## config.mk

```make
export PLATFORM = sky130hd
export DESIGN_NAME = input_fetch_top
export DESIGN_NICKNAME = d
export VERILOG_FILES = /design/src/logic/tiling_pkg.sv /design/src/logic/dma_pkg.sv /design/src/logic/tile_walker.sv /design/src/logic/desc_fifo.sv /design/src/logic/dma_issuer.sv /design/src/logic/input_fetch_top.sv
export SDC_FILE = /design/constraint.sdc
export NUM_CORES = 1
export LEC_CHECK = 0
export ABC_AREA = 1
export BUFFER_PORTS_ARGS = -buffer_cell sky130_fd_sc_hd__buf_2
export CAP_MARGIN = 25
export CORE_ASPECT_RATIO = 1.75
export CORE_UTILIZATION = 38
export DETAILED_ROUTE_END_ITERATION = 7
export SYNTH_ARGS = -nofsm -noshare
export SYNTH_HDL_FRONTEND = slang
export SYNTH_SLANG_ARGS = --single-unit
```

## constraint.sdc

```tcl
create_clock -name clk -period 15.1 [get_ports clk]
set_input_delay 3.02 -clock clk [delete_from_list [all_inputs] [get_ports clk]]
set_output_delay 3.02 -clock clk [all_outputs]
set_load 0.05 [all_outputs]
```

## src/logic/tiling_pkg.sv

```systemverilog
package tiling_pkg;

	// largest tile edge in pixels
	localparam int TILE_EDGE = 52;

	// origin step between neighboring tiles
	// tile edge minus the two pixel overlap of a 3x3 kernel
	localparam int TILE_STEP = 50;

	// map coordinate or map size
	typedef logic [9:0] coord_t;

	// one run, held stable while the walk is active
	typedef struct packed {
		coord_t map_size;
		coord_t channels;
	} fetch_cfg_t;

endpackage

```

## src/logic/dma_pkg.sv

```systemverilog
package dma_pkg;

	// DRAM byte address
	typedef logic [31:0] dram_addr_t;

	// one row request as it leaves the walker
	typedef struct packed {
		dram_addr_t dram_start;
		dram_addr_t dram_end;
		logic [6:0] buf_words;
		// final row of the run
		logic       last;
	} row_desc_t;

	// request as seen by the DMA engine
	typedef struct packed {
		dram_addr_t dram_start;
		dram_addr_t dram_end;
		logic [6:0] buf_words;
		// ping-pong line buffer
		logic       buf_slot;
	} dma_req_t;

endpackage

```

## src/logic/tile_walker.sv

```systemverilog
`timescale 1ns/1ps

module tile_walker (
	input  logic                   clk,
	input  logic                   rst,
	input  logic                   run,
	input  tiling_pkg::fetch_cfg_t cfg,
	output logic                   push_valid,
	output dma_pkg::row_desc_t     push_desc,
	input  logic                   push_ready
);

	typedef enum logic [1:0] {
		ST_IDLE,
		ST_SETUP,
		ST_WALK
	} state_t;

	state_t state;

	tiling_pkg::coord_t col_org;
	tiling_pkg::coord_t row_org;
	tiling_pkg::coord_t chan;
	tiling_pkg::coord_t row;
	tiling_pkg::coord_t col_len;
	tiling_pkg::coord_t row_len;
	logic col_last;
	logic row_last;
	logic row_end;
	logic chan_end;
	logic step;

	// all in words, byte address is formed on output
	dma_pkg::dram_addr_t plane;
	dma_pkg::dram_addr_t row_base;
	dma_pkg::dram_addr_t chan_base;
	dma_pkg::dram_addr_t row_addr;
	dma_pkg::dram_addr_t map_size_w;
	dma_pkg::dram_addr_t next_tile;

	assign map_size_w = dma_pkg::dram_addr_t'(cfg.map_size);

	// edge tiles get clipped to what is left of the map
	assign col_last = {1'b0, col_org} + 11'(tiling_pkg::TILE_EDGE) >= {1'b0, cfg.map_size};
	assign row_last = {1'b0, row_org} + 11'(tiling_pkg::TILE_EDGE) >= {1'b0, cfg.map_size};
	assign col_len = col_last ? cfg.map_size - col_org
		: tiling_pkg::coord_t'(tiling_pkg::TILE_EDGE);
	assign row_len = row_last ? cfg.map_size - row_org
		: tiling_pkg::coord_t'(tiling_pkg::TILE_EDGE);

	assign row_end = (row == row_len - 1'b1);
	assign chan_end = (chan == cfg.channels - 1'b1);
	assign step = push_valid && push_ready;

	// channel 0 base of the following tile, across first then down
	always_comb
	begin
		if (!col_last)
			next_tile = row_base + dma_pkg::dram_addr_t'(col_org)
				+ dma_pkg::dram_addr_t'(tiling_pkg::TILE_STEP);
		else
			next_tile = row_base + dma_pkg::dram_addr_t'(tiling_pkg::TILE_STEP) * map_size_w;
	end

	always_ff @(posedge clk, posedge rst)
	begin
		if (rst)
		begin
			state <= ST_IDLE;
			col_org <= '0;
			row_org <= '0;
			chan <= '0;
			row <= '0;
			plane <= '0;
			row_base <= '0;
			chan_base <= '0;
			row_addr <= '0;
		end
		else
		begin
			case (state)
				ST_IDLE:
					if (run)
						state <= ST_SETUP;
				ST_SETUP:
				begin
					// the only multiply, once per run
					plane <= map_size_w * map_size_w;
					col_org <= '0;
					row_org <= '0;
					chan <= '0;
					row <= '0;
					row_base <= '0;
					chan_base <= '0;
					row_addr <= '0;
					state <= ST_WALK;
				end
				ST_WALK:
					if (step)
					begin
						if (!row_end)
						begin
							row <= row + 1'b1;
							row_addr <= row_addr + map_size_w;
						end
						else if (!chan_end)
						begin
							row <= '0;
							chan <= chan + 1'b1;
							chan_base <= chan_base + plane;
							row_addr <= chan_base + plane;
						end
						else if (!(col_last && row_last))
						begin
							row <= '0;
							chan <= '0;
							chan_base <= next_tile;
							row_addr <= next_tile;
							if (!col_last)
								col_org <= col_org + tiling_pkg::coord_t'(tiling_pkg::TILE_STEP);
							else
							begin
								col_org <= '0;
								row_org <= row_org + tiling_pkg::coord_t'(tiling_pkg::TILE_STEP);
								row_base <= next_tile;
							end
						end
						else
							state <= ST_IDLE;
					end
				default:
					state <= ST_IDLE;
			endcase
		end
	end

	assign push_valid = (state == ST_WALK);
	assign push_desc.dram_start = row_addr << 2;
	assign push_desc.dram_end = (row_addr + dma_pkg::dram_addr_t'(col_len) - 1'b1) << 2;
	// 4 pixels per buffer word, rounded up
	assign push_desc.buf_words = 7'((col_len + 2'd3) >> 2);
	assign push_desc.last = row_end && chan_end && col_last && row_last;

endmodule

```

## src/logic/desc_fifo.sv

```systemverilog
`timescale 1ns/1ps

module desc_fifo #(
	parameter int FIFO_DEPTH = 4
) (
	input  logic               clk,
	input  logic               rst,
	input  logic               push_valid,
	input  dma_pkg::row_desc_t push_desc,
	output logic               push_ready,
	output logic               pop_valid,
	output dma_pkg::row_desc_t pop_desc,
	input  logic               pop_ready
);

	localparam int AW = $clog2(FIFO_DEPTH);

	dma_pkg::row_desc_t mem [FIFO_DEPTH];

	// top bit is the wrap flag
	logic [AW:0] wr_ptr;
	logic [AW:0] rd_ptr;
	logic full;
	logic empty;

	assign empty = (wr_ptr == rd_ptr);
	assign full = (wr_ptr[AW] != rd_ptr[AW]) && (wr_ptr[AW-1:0] == rd_ptr[AW-1:0]);

	assign push_ready = !full;
	assign pop_valid = !empty;
	assign pop_desc = mem[rd_ptr[AW-1:0]];

	always_ff @(posedge clk)
	begin
		if (push_valid && push_ready)
			mem[wr_ptr[AW-1:0]] <= push_desc;
	end

	always_ff @(posedge clk, posedge rst)
	begin
		if (rst)
		begin
			wr_ptr <= '0;
			rd_ptr <= '0;
		end
		else
		begin
			if (push_valid && push_ready)
				wr_ptr <= wr_ptr + 1'b1;
			if (pop_valid && pop_ready)
				rd_ptr <= rd_ptr + 1'b1;
		end
	end

endmodule

```

## src/logic/dma_issuer.sv

```systemverilog
`timescale 1ns/1ps

module dma_issuer (
	input  logic               clk,
	input  logic               rst,
	input  logic               pop_valid,
	input  dma_pkg::row_desc_t pop_desc,
	output logic               pop_ready,
	output logic               dma_start,
	output dma_pkg::dma_req_t  dma_req,
	input  logic               dma_done,
	output logic               done
);

	typedef enum logic {
		ST_IDLE,
		ST_WAIT
	} state_t;

	state_t state;

	// slot for the next request
	logic slot;
	// outstanding request closes the run
	logic last_req;

	assign pop_ready = (state == ST_IDLE) && pop_valid;

	always_ff @(posedge clk, posedge rst)
	begin
		if (rst)
		begin
			state <= ST_IDLE;
			slot <= 1'b0;
			last_req <= 1'b0;
			dma_start <= 1'b0;
			done <= 1'b0;
			dma_req <= '0;
		end
		else
		begin
			dma_start <= 1'b0;
			done <= 1'b0;
			case (state)
				ST_IDLE:
					if (pop_valid)
					begin
						// request held until the engine answers
						dma_req.dram_start <= pop_desc.dram_start;
						dma_req.dram_end <= pop_desc.dram_end;
						dma_req.buf_words <= pop_desc.buf_words;
						dma_req.buf_slot <= slot;
						slot <= !slot;
						last_req <= pop_desc.last;
						dma_start <= 1'b1;
						state <= ST_WAIT;
					end
				ST_WAIT:
					if (dma_done)
					begin
						done <= last_req;
						state <= ST_IDLE;
					end
				default:
					state <= ST_IDLE;
			endcase
		end
	end

endmodule

```

## src/logic/input_fetch_top.sv

```systemverilog
`timescale 1ns/1ps

module input_fetch_top #(
	parameter int FIFO_DEPTH = 4
) (
	input  logic                   clk,
	input  logic                   rst,
	input  logic                   run,
	input  tiling_pkg::fetch_cfg_t cfg,
	output logic                   dma_start,
	output dma_pkg::dma_req_t      dma_req,
	input  logic                   dma_done,
	output logic                   done
);

	// walker to FIFO
	logic               push_valid;
	logic               push_ready;
	dma_pkg::row_desc_t push_desc;

	// FIFO to issuer
	logic               pop_valid;
	logic               pop_ready;
	dma_pkg::row_desc_t pop_desc;

	tile_walker u_walker (
		.clk        (clk),
		.rst        (rst),
		.run        (run),
		.cfg        (cfg),
		.push_valid (push_valid),
		.push_desc  (push_desc),
		.push_ready (push_ready)
	);

	desc_fifo #(
		.FIFO_DEPTH (FIFO_DEPTH)
	) u_fifo (
		.clk        (clk),
		.rst        (rst),
		.push_valid (push_valid),
		.push_desc  (push_desc),
		.push_ready (push_ready),
		.pop_valid  (pop_valid),
		.pop_desc   (pop_desc),
		.pop_ready  (pop_ready)
	);

	dma_issuer u_issuer (
		.clk       (clk),
		.rst       (rst),
		.pop_valid (pop_valid),
		.pop_desc  (pop_desc),
		.pop_ready (pop_ready),
		.dma_start (dma_start),
		.dma_req   (dma_req),
		.dma_done  (dma_done),
		.done      (done)
	);

endmodule

```

; ---- Yosys cells after proc, flatten, opt, wreduce, memory -nomap -nowiden
; Memories as Yosys holds them, arrays and structs flattened. A register that Yosys moved wholly into a read port is not among the register bits.
; Cells that the tools add are included.
[totals]
inputBits = 24
regBits = 245
wordCells = 132
ramBits = 272
n_memories = 1
[memory_table]
columns = memory, depth, word_bits, read_ports, rd_ports_with_merged_regs, wr, line
row1 = u_fifo.mem, 4, 68, 1, 1, 1, desc_fifo.sv:18  ; dma_pkg::row_desc_t mem [FIFO_DEPTH];
[op_classes]
bitwise_logic = 2
n_addsub = 20
n_eq_ne = 16
mul = 2
muxes = 52
n_lt_le_gt_ge = 2
n_reduce_logical = 19
[op_table]
columns = op, n
row1 = $mux 32, 12
row2 = $pmux 32 s2, 3
row3 = $mux 10, 19
row4 = $pmux 10 s2, 4
row5 = $add 32x10->32, 2
row6 = $add 32x32->32, 2
row7 = $add 32x6->32 const B, 1
row8 = $add 30x10->30, 1
row9 = $sub 30x1->30 const B, 1
row10 = $add 10x6->11 const B, 2
row11 = $ge 11x10->1, 2
row12 = $add 10x1->10 const B, 2
row13 = $add 10x6->10 const B, 2
row14 = $eq 10x10->1, 2
row15 = $mul 10x10->20, 1
row16 = $sub 10x1->10 const B, 2
row17 = $sub 10x10->10, 2
row18 = $mul 5x10->15 const A, 1
row19 = $ne 2x2->1 const B, 7
row20 = $mux 2, 5
row21 = $reduce_and 5->1, 2
row22 = $add 9x2->9 const B, 1
row23 = $logic_and 1x1->1, 8
row24 = $mux 1, 7
row25 = other kinds (18), 22

; ---- Depth between registers and ports, before layout
; Gate-level depths: netlist (run 1).
[logic_depth]
ltp_word = 9
depth_mapped = 34
mapped_depth_nobuf = 33

; ---- Modules after synthesis
; Synthesis (run 1) repeated with hierarchy kept, for this count alone.
[unflattened]
cells_unflattened = 4050
hier_area_um2 = 34033.9
[by_module_without_submodules]
columns = mod, n_inst, seq_area_each_um2, area_each_um2, cells_each
row1 = tile_walker, 1, 3728.6, 19987.9, 2961
row2 = desc_fifo, 1, 8798.4, 11038.1, 758
row3 = dma_issuer, 1, 1926.8, 3007.9, 331

; ---- Worst setup path after synthesis (run 1)
; No wires, ideal clock.
[synth_path]
path_kind = input port to flip-flop
startpoint = in cfg[19] (netlist name)
endpoint = reg u_walker.plane[18]
setup_slack_ns = 7.595
required_ns = 14.965
arrival_time_ns = 7.370
stages = 21
path_buffers = 1
path_cell_list = clkbuf_1 > nand2_1 > inv_1 > fa_1 > inv_1 > fa_1 > inv_1 > fa_1 > fa_1 > fa_1 > ha_1 > nand2_1 > o21ai_0 > nand2_1 > o2111ai_1 > nand2_1 > inv_1 > nand2_1 > o21ai_0 > xor2_1 > o21ai_0
[synth_between]
elab_chain_cells = 1
[synth_rtl]
columns = item, line
row1 = start: declaration, input_fetch_top.sv:9  ; input tiling_pkg::fetch_cfg_t cfg,
row2 = $mul 10x10->20, tile_walker.sv:88  ; plane <= map_size_w * map_size_w;
row3 = end signal: assignment, tile_walker.sv:88
row4 = end: declaration, tile_walker.sv:34  ; dma_pkg::dram_addr_t plane;
; No other way between the ends.
; A chain may end at the register's enable or synchronous reset.

==> metrics.sh, run 1 <==
CRIT-REG2REG-LAUNCH='u_walker.col_org[3]$_DFFE_PP0P_'
SYN_TO_FINAL_GROWTH_PCT=9.11
SYNTH-SEQ-CELLS=500
TIGHTESTPINTRANSITION_NS=1.03
TIMING.CRITICAL_PATH.ARRIVAL_NS=8.76
FINAL.FILL_COUNT=8335
CLOCK_PATH_BUFFERS=3
SYNTH.YOSYS.SEQ_AREA_SHARE=0.428
PATH_CLASS='in -> reg'
POSTCTSSETUPREPAIRBUFS=0
CRIT_PATH_START_KIND='input pin'
ROUTE.VIAS.TOTAL=26000
RUN_STATUS='finished clean'
FLOORPLAN.INITIALDENSITY=0.384
HOLD-PATH-CELL-COUNT=2
SYNTHESIS.AREA_PER_INSTANCE_UM2=8.40
CLOCK_INSERTION_DELAY_WORST_SKEW_NS=0.61
DIE-AREA_UM2=86600
FIRST_GLOBAL_VIAS=25600
DRIVE_GT1_FRAC=0.0649
SYNTH.CELL_AREA_UM2=32400
NUMCTSBUFFERS=46
SYNTH_TOP_FLOP_CELL='sky130_fd_sc_hd__edfxtp_1'
DRTITER0DRC=1515
WORST_IR_DROP_VDD_V=0.000112
HOLD_PATH_CLASS='reg -> reg'
REPORT.FINAL.SETUP_VIOL=0
GRT.TOTAL_USAGE=0.225
CELLPOWERDENSITY_nW_PER_UM2=194
LAYOUT_MIN_CYCLE_TIME_NS=8.35
WORSTHOLDSTART='u_walker.plane[3]$_DFFE_PP0N_'
FINAL.SETUP.TNS_NS=0
CRIT_REQUIRED_NS=15.51
SYNTH_CELLS=3861
DIEWIDTH_UM=223
CTS_H_TREE_DEPTH=2
REG2REG_SETUP_SLACK_NS=8.57
CRITICAL_PATH.REG2REG.ENDPOINT='u_fifo.mem[2][35]$_DFFE_PP_'
YOSYSUNIQUECELLTYPES=60
END_KIND='flop'
GLOBALPLACE.CONGESTION=1.00
SYNTH_EDF_COUNT=272
DIE_HEIGHT_UM=389
DRV_CAP=0
REPORT.FINAL.HOLD_VIOL_COUNT=0
GRT_ANTENNA_BEFORE_REPAIR=0
FLOORPLAN.IO_PINS=98
MAX_SLEW_MARGIN=0.309
DESIGN_POWER_TOTAL_W=0.00687
CLOCK-SKEW-FINAL_NS=0.0242
ANT_NETS=0
MAXSLEWVIOLCOUNT=0
DETAIL_ROUTE.WL_PER_CELL_UM=19.4
DESIGN.FINAL.NETS=4229
NUMCLOCKSINKS=500
CTS.CLK_SLEW.WORST_PATHS_NS=0.06
DP_HPWL_UM=71700
UNREPAIRED_SETUP_ENDPOINTS_AFTER_GLOBAL_ROUTING='no'
PLACEMENT_ROWS=141
ANTENNA-DIODE-COUNT=0
PLACEABLE_CORE_REGION_UM2=84500
VIA_PER_INST=5.21
CLOCK-ROOT-BUFFER='sky130_fd_sc_hd__clkbuf_16'
WORSTPATHMAXFANOUT=41
HOLD_BUFFERS=0
CTS.REPAIR.RESIZED=0
ASYNCSETRESETFLOPFRACSYNTH=0.456
PLACEMENT.IO_BUFFERS=93
GRT_FIRST_PASS_WIRELENGTH_UM=149000
FIRST_PASS_ITERS=5
FINAL_MIN_PERIOD_OVER_CLOCK_PERIOD=0.553
WORST_HOLD_PATH.ENDPOINT='u_walker.plane[3]$_DFFE_PP0N_'
YOSYS_WARNINGS=0
TOTAL_LEAKAGE_POWER_nW=16.0
TRITONCTS_CLOCK_TREE='done'
FMAX_MHz=120
GRT.OVERFLOW.TOTAL=0
DRC=0
GRT_MAX_DEGREE=108
WORSTREGTOREGCELLS=27
ROUTED_WL_UM=97000
## worst max-delay path: stages
cell	delay [ns]
sky130_fd_sc_hd__buf_2	0.39
sky130_fd_sc_hd__inv_1	0.21
sky130_fd_sc_hd__ha_1	0.35
sky130_fd_sc_hd__a21oi_1	0.15
sky130_fd_sc_hd__o211ai_1	0.12
sky130_fd_sc_hd__a21oi_1	0.14
sky130_fd_sc_hd__nand2_1	0.07
sky130_fd_sc_hd__buf_4	0.27
sky130_fd_sc_hd__inv_2	0.65
sky130_fd_sc_hd__nor2_1	0.24
sky130_fd_sc_hd__ha_1	0.35
sky130_fd_sc_hd__inv_1	0.06
sky130_fd_sc_hd__fa_1	0.46
sky130_fd_sc_hd__nand3_1	0.11
sky130_fd_sc_hd__nand2_1	0.08
sky130_fd_sc_hd__a21boi_0	0.48
sky130_fd_sc_hd__inv_1	0.09
sky130_fd_sc_hd__a21oi_1	0.29
sky130_fd_sc_hd__o21ai_0	0.21
sky130_fd_sc_hd__a21oi_1	0.33
sky130_fd_sc_hd__o21ai_0	0.20
sky130_fd_sc_hd__a21oi_1	0.19
sky130_fd_sc_hd__xor2_1	0.28
## Yosys cell counts, drive strengths merged (59+ instances only)
cell type,instances,area (um^2)
xnor2,59,524
nand2,777,2950
ha,256,3200
xor2,125,1100
inv,422,1590
edfxtp,272,8170
a31oi,77,488
nor2,545,2080
clkbuf,91,342
nand3,200,1030
dfrtp,228,5710
a21oi,145,726
o21ai,377,1890
## through the flow
step,utilization,std cells,setup WS (ns),hold slack [ns],cell area [um^2]
floorplan,-,3866,5.83,0.446,32500
CTS,0.419,5002,6.77,0.483,35400
finish,0.419,5002,6.75,0.484,35400
global route,0.419,5002,6.30,0.503,35400
global placement,0.401,4916,6.29,0.463,33900
detailed placement,0.401,4916,6.18,0.467,33900
## registers in the layout, indices dropped and copies added, names as in the netlist
register,flops
u_issuer.done,1
u_issuer.state,1
u_walker.row_org,9
u_walker.row,10
u_walker.col_org,9
u_walker.chan,10
u_walker.state,2
u_issuer.last_req,1
u_fifo.mem,272
u_issuer.slot,1
u_fifo.rd_ptr,3
u_walker.chan_base,30
u_walker.plane,19
u_walker.row_addr,30
u_issuer.dma_start,1
u_issuer.dma_req,68
u_fifo.wr_ptr,3
u_walker.row_base,30
## area by class of cell
| type | count | area (um^2) | area share |
|---|---|---|---|
| clock inverters | 29 | 330 | 0.00933 |
| repair buffers | 117 | 646 | 0.0182 |
| well taps | 1072 | 1340 | 0.0379 |
| clock buffers | 57 | 1220 | 0.0345 |
| multi-input cells | 2801 | 16400 | 0.462 |
| flip-flops and latches | 500 | 13900 | 0.392 |
| inverters | 426 | 1610 | 0.0456 |
## worst max path at each step
stage,slack [ns],from,end,cells after the start
CTS,6.77,cfg[18],u_fifo.mem[2][35]$_DFFE_PP_,23
global placement,6.29,cfg[18],u_fifo.mem[0][35]$_DFFE_PP_,23
finish,6.75,cfg[18],u_fifo.mem[2][35]$_DFFE_PP_,23
global route,6.30,cfg[18],u_fifo.mem[3][35]$_DFFE_PP_,23
detailed placement,6.18,cfg[18],u_fifo.mem[1][35]$_DFFE_PP_,23
floorplan,5.83,rst,u_fifo.rd_ptr[0]$_DFFE_PP0P_,1
## report_power, final
part / switching, W / total [W] / internal [W]
combinational: 0.00249 / 0.00348 / 0.000990
sequential: 0.000236 / 0.00217 / 0.00194
clock: 0.000545 / 0.00122 / 0.000671
## metal layers
layer / vias to the layer above / routed length (um) / GRT usage
met5: - / 0 / 0
met4: 0 / 7170 / 0.150
met3: 229 / 3330 / 0.0223
met2: 621 / 51300 / 0.422
met1: 12400 / 35200 / 0.234
li1: 12800 / - / -
## cells in the final DEF (no fill, tap or decap), types with 15 or more instances in the layout
cell type and count:
sky130_fd_sc_hd__o21ai_0 298, sky130_fd_sc_hd__edfxtp_1 272, sky130_fd_sc_hd__nand3_1 195, sky130_fd_sc_hd__or2_2 18, sky130_fd_sc_hd__buf_2 93, sky130_fd_sc_hd__nor3_1 30
sky130_fd_sc_hd__buf_4 24, sky130_fd_sc_hd__ha_1 255, sky130_fd_sc_hd__xnor2_1 58, sky130_fd_sc_hd__nor2_1 533, sky130_fd_sc_hd__inv_1 411, sky130_fd_sc_hd__a21oi_1 145
sky130_fd_sc_hd__nand4_1 46, sky130_fd_sc_hd__nand2_1 769, sky130_fd_sc_hd__clkbuf_16 46, sky130_fd_sc_hd__xor2_1 124, sky130_fd_sc_hd__dfrtp_1 226, sky130_fd_sc_hd__fa_1 57
sky130_fd_sc_hd__a31oi_1 76, sky130_fd_sc_hd__o21bai_1 15, sky130_fd_sc_hd__o21ai_1 79
## cells by family after synthesis
group	synth area share
buffers and inverters	0.0695
adders and majority gates	0.134
xor gates and xnor gates	0.0501
AOI/OAI and AO/OA	0.109
and+or+nand+nor	0.210
DFF	0.428
other	0.000231
Note: power is estimated with default switching activity, not from simulation.
==> run 2: changes to the inputs <==
clock period = 7.7 ns   (was 15.1 ns; I/O delays follow)
==> run 2 against run 1 <==
- via count increased by 0.75%
- clock-buffer cell count decreased by 4
- highest routed layer unchanged
- critical path depth increased by 8
- hold slack improved by 0.0052 ns
- die area unchanged
==> metrics.sh, run 2 (synthesized netlist as in run 1, its figures left out) <==
FINAL_MIN_PERIOD_OVER_CLOCK_PERIOD=0.862
HOLD_BUFFERS=0  # unchanged
REPORT.FINAL.SETUP_VIOL=0  # unchanged
LAYOUT.CELLS.MOST_COMMON_LIST='sky130_fd_sc_hd__nand2_1, sky130_fd_sc_hd__nor2_1, sky130_fd_sc_hd__inv_1, sky130_fd_sc_hd__o21ai_0, sky130_fd_sc_hd__edfxtp_1'
WORSTPATHMAXFANOUT=14  # -66%
FLOORPLAN.INITIALDENSITY=0.384  # unchanged
FINAL.FILL_COUNT=8400  # +0.78%
CRIT_PATH_START_KIND='input pin'
FIRST_PASS_ITERS=5  # unchanged
UTILIZATION=0.423  # +0.00404
TIMING.CRITICAL_PATH.ARRIVAL_NS=7.00  # -1.76 ns
WORST_IR_DROP_VDD_V=0.000226  # +100%
DPL.CELL_COUNT=4941  # +0.51%
CLOCK-ROOT-BUFFER='sky130_fd_sc_hd__clkbuf_16'
FMAX_MHz=151
PLACEMENT_ROWS=141  # unchanged
DIEWIDTH_UM=223  # unchanged
DRC=0  # unchanged
ANTENNA-DIODE-COUNT=0  # unchanged
CLOCK-SKEW-FINAL_NS=0.0535  # +0.0293 ns
DETAIL_ROUTE.WL_PER_CELL_UM=19.8  # +2.3%
LAYOUT_MIN_CYCLE_TIME_NS=6.64
FINISH.CELL_COUNT_WITHOUT_FILLERS=5029  # +0.54%
POSTCTSSETUPREPAIRBUFS=0  # unchanged
DESIGN_POWER_TOTAL_W=0.0138  # +100%
ANT_NETS=0  # unchanged
FINAL.SETUP.TNS_NS=0  # unchanged
LAYOUT_COMMONEST_CELL='sky130_fd_sc_hd__nand2_1'
DIE-AREA_UM2=86600  # unchanged
CLOCK_PATH_BUFFERS=3  # unchanged
GLOBALPLACE.CONGESTION=0.993  # -0.82%
DIE_HEIGHT_UM=389  # unchanged
NUMCTSBUFFERS=47  # +2.2%
FIRST_GLOBAL_VIAS=26100  # +1.7%
DRIVE_GT1_FRAC=0.0733  # +0.00840
CRITPATHSLOWESTCELL='sky130_fd_sc_hd__a21oi_1'
GRT.OVERFLOW.TOTAL=0  # unchanged
VIA_PER_INST=5.22  # +0.21%
MAX_SLEW_MARGIN=0.233  # -0.0753
CELLPOWERDENSITY_nW_PER_UM2=385  # +98%
TIGHTESTPINTRANSITION_NS=1.14  # +0.108 ns
HOLD_PATH_CLASS='reg -> reg'
PLACEMENT.IO_BUFFERS=93  # unchanged
UNREPAIRED_SETUP_ENDPOINTS_AFTER_GLOBAL_ROUTING='no'
SYN_TO_FINAL_GROWTH_PCT=10.2
CTS.CLK_SLEW.WORST_PATHS_NS=0.07  # about the same
END_KIND='flop'
PLACEABLE_CORE_REGION_UM2=84500  # unchanged
ROUTED_WL_UM=99800  # +2.9%
FLOORPLAN.IO_PINS=98  # unchanged
CLOCK_INSERTION_DELAY_WORST_SKEW_NS=0.63  # +0.02 ns
ROUTE.VIAS.TOTAL=26200  # +0.75%
CRITICAL-PATH-TOP-CELL-BY-COUNT='sky130_fd_sc_hd__nor2_1'
CRIT_REQUIRED_NS=8.07  # -7.44 ns
GRT.TOTAL_USAGE=0.230  # +0.00514
DESIGN.FINAL.NETS=4256  # +0.64%
DRTITER0DRC=1535  # +1.3%
TRITONCTS_CLOCK_TREE='done'
SLOWEST_DELAY_NS=0.44  # -0.21 ns
NUMCLOCKSINKS=500  # unchanged
GRT_ANTENNA_BEFORE_REPAIR=1  # +1
RUN_STATUS='finished clean'
GRT_MAX_DEGREE=130  # +20%
DRV_CAP=0  # unchanged
DP_HPWL_UM=74600  # +4.0%
PATH_CLASS='in -> reg'
TOTAL_LEAKAGE_POWER_nW=16.2  # +1.1%
MAXSLEWVIOLCOUNT=0  # unchanged
CTS.REPAIR.RESIZED=0  # unchanged
LARGEST_REG_FLOPS=272  # unchanged
CTS_H_TREE_DEPTH=2  # unchanged
GRT_FIRST_PASS_WIRELENGTH_UM=151000  # +1.3%
REPORT.FINAL.HOLD_VIOL_COUNT=0  # unchanged
## run 2: cell count changes in the layout (fill, tap and decap cells not counted), moves of 3 or more
cell                         previous run  this run
sky130_fd_sc_hd__buf_4                 24        47
sky130_fd_sc_hd__clkbuf_1               8         2
sky130_fd_sc_hd__clkinv_2              11         8
sky130_fd_sc_hd__clkinv_8               0         3
sky130_fd_sc_hd__clkinvlp_4             3         6
sky130_fd_sc_hd__inv_6                  2         5
## run 2: per-layer routing
layer,vias to the layer above,GRT usage,part of all wire
met2,600,0.438,0.53
li1,12900,-,-
met3,242,0.0218,0.030
met5,-,0,0
met4,0,0.171,0.082
met1,12500,0.228,0.36
## run 2: path summary, 6_finish.rpt
check	from	to	slack [ns]	depth (start not counted)
min in group asynchronous	rst	u_issuer.dma_req[53]$_DFFE_PP0P_	1.02	2
max in group asynchronous	rst	u_issuer.dma_req[3]$_DFFE_PP0P_	5.41	3
min reg2reg	u_walker.plane[2]$_DFFE_PP0N_	u_walker.plane[2]$_DFFE_PP0N_	0.49	2
max	cfg[11]	u_fifo.mem[1][34]$_DFFE_PP_	1.06	31
min	u_walker.plane[2]$_DFFE_PP0N_	u_walker.plane[2]$_DFFE_PP0N_	0.49	2
max reg2reg	u_walker.col_org[3]$_DFFE_PP0P_	u_fifo.mem[1][34]$_DFFE_PP_	1.58	28
## run 2: cell type report
cell class / count / area [um^2] / share of cell area
tap: 1072 / 1340 / 0.0375
clock inverter: 34 / 439 / 0.0123
inverter: 426 / 1610 / 0.0451
multi-input combinational: 2801 / 16400 / 0.458
timing repair buffer: 143 / 866 / 0.0242
clock buffer: 53 / 1240 / 0.0347
sequential: 500 / 13900 / 0.388
## run 2: power by group
| part | leakage [nW] | switching [W] | internal [W] | total [W] |
|---|---|---|---|---|
| Clock | 0.810 | 0.00113 | 0.00142 | 0.00255 |
| Combinational | 9.98 | 0.00496 | 0.00199 | 0.00694 |
| Sequential | 5.40 | 0.000467 | 0.00379 | 0.00426 |
## run 2: critical path, delay by kind of cell
kind | cells | cell delay (ns)
AOI/OAI and AO/OA | 10 | 2.23
and+or+nand+nor | 11 | 1.02
adders and majority gates | 3 | 1.01
buffers and inverters | 5 | 0.66
xor gates and xnor gates | 2 | 0.53
## run 2: per-stage QoR
stage / worst slack [ns] / instance area (um^2) / hold WS (ns)
floorplan: 1.67 / 32500 / 0.446
global placement: 0.729 / 34100 / 0.467
detailed placement: 0.628 / 34100 / 0.472
CTS: 1.23 / 35700 / 0.488
global route: 0.623 / 35700 / 0.508
finish: 1.06 / 35700 / 0.489
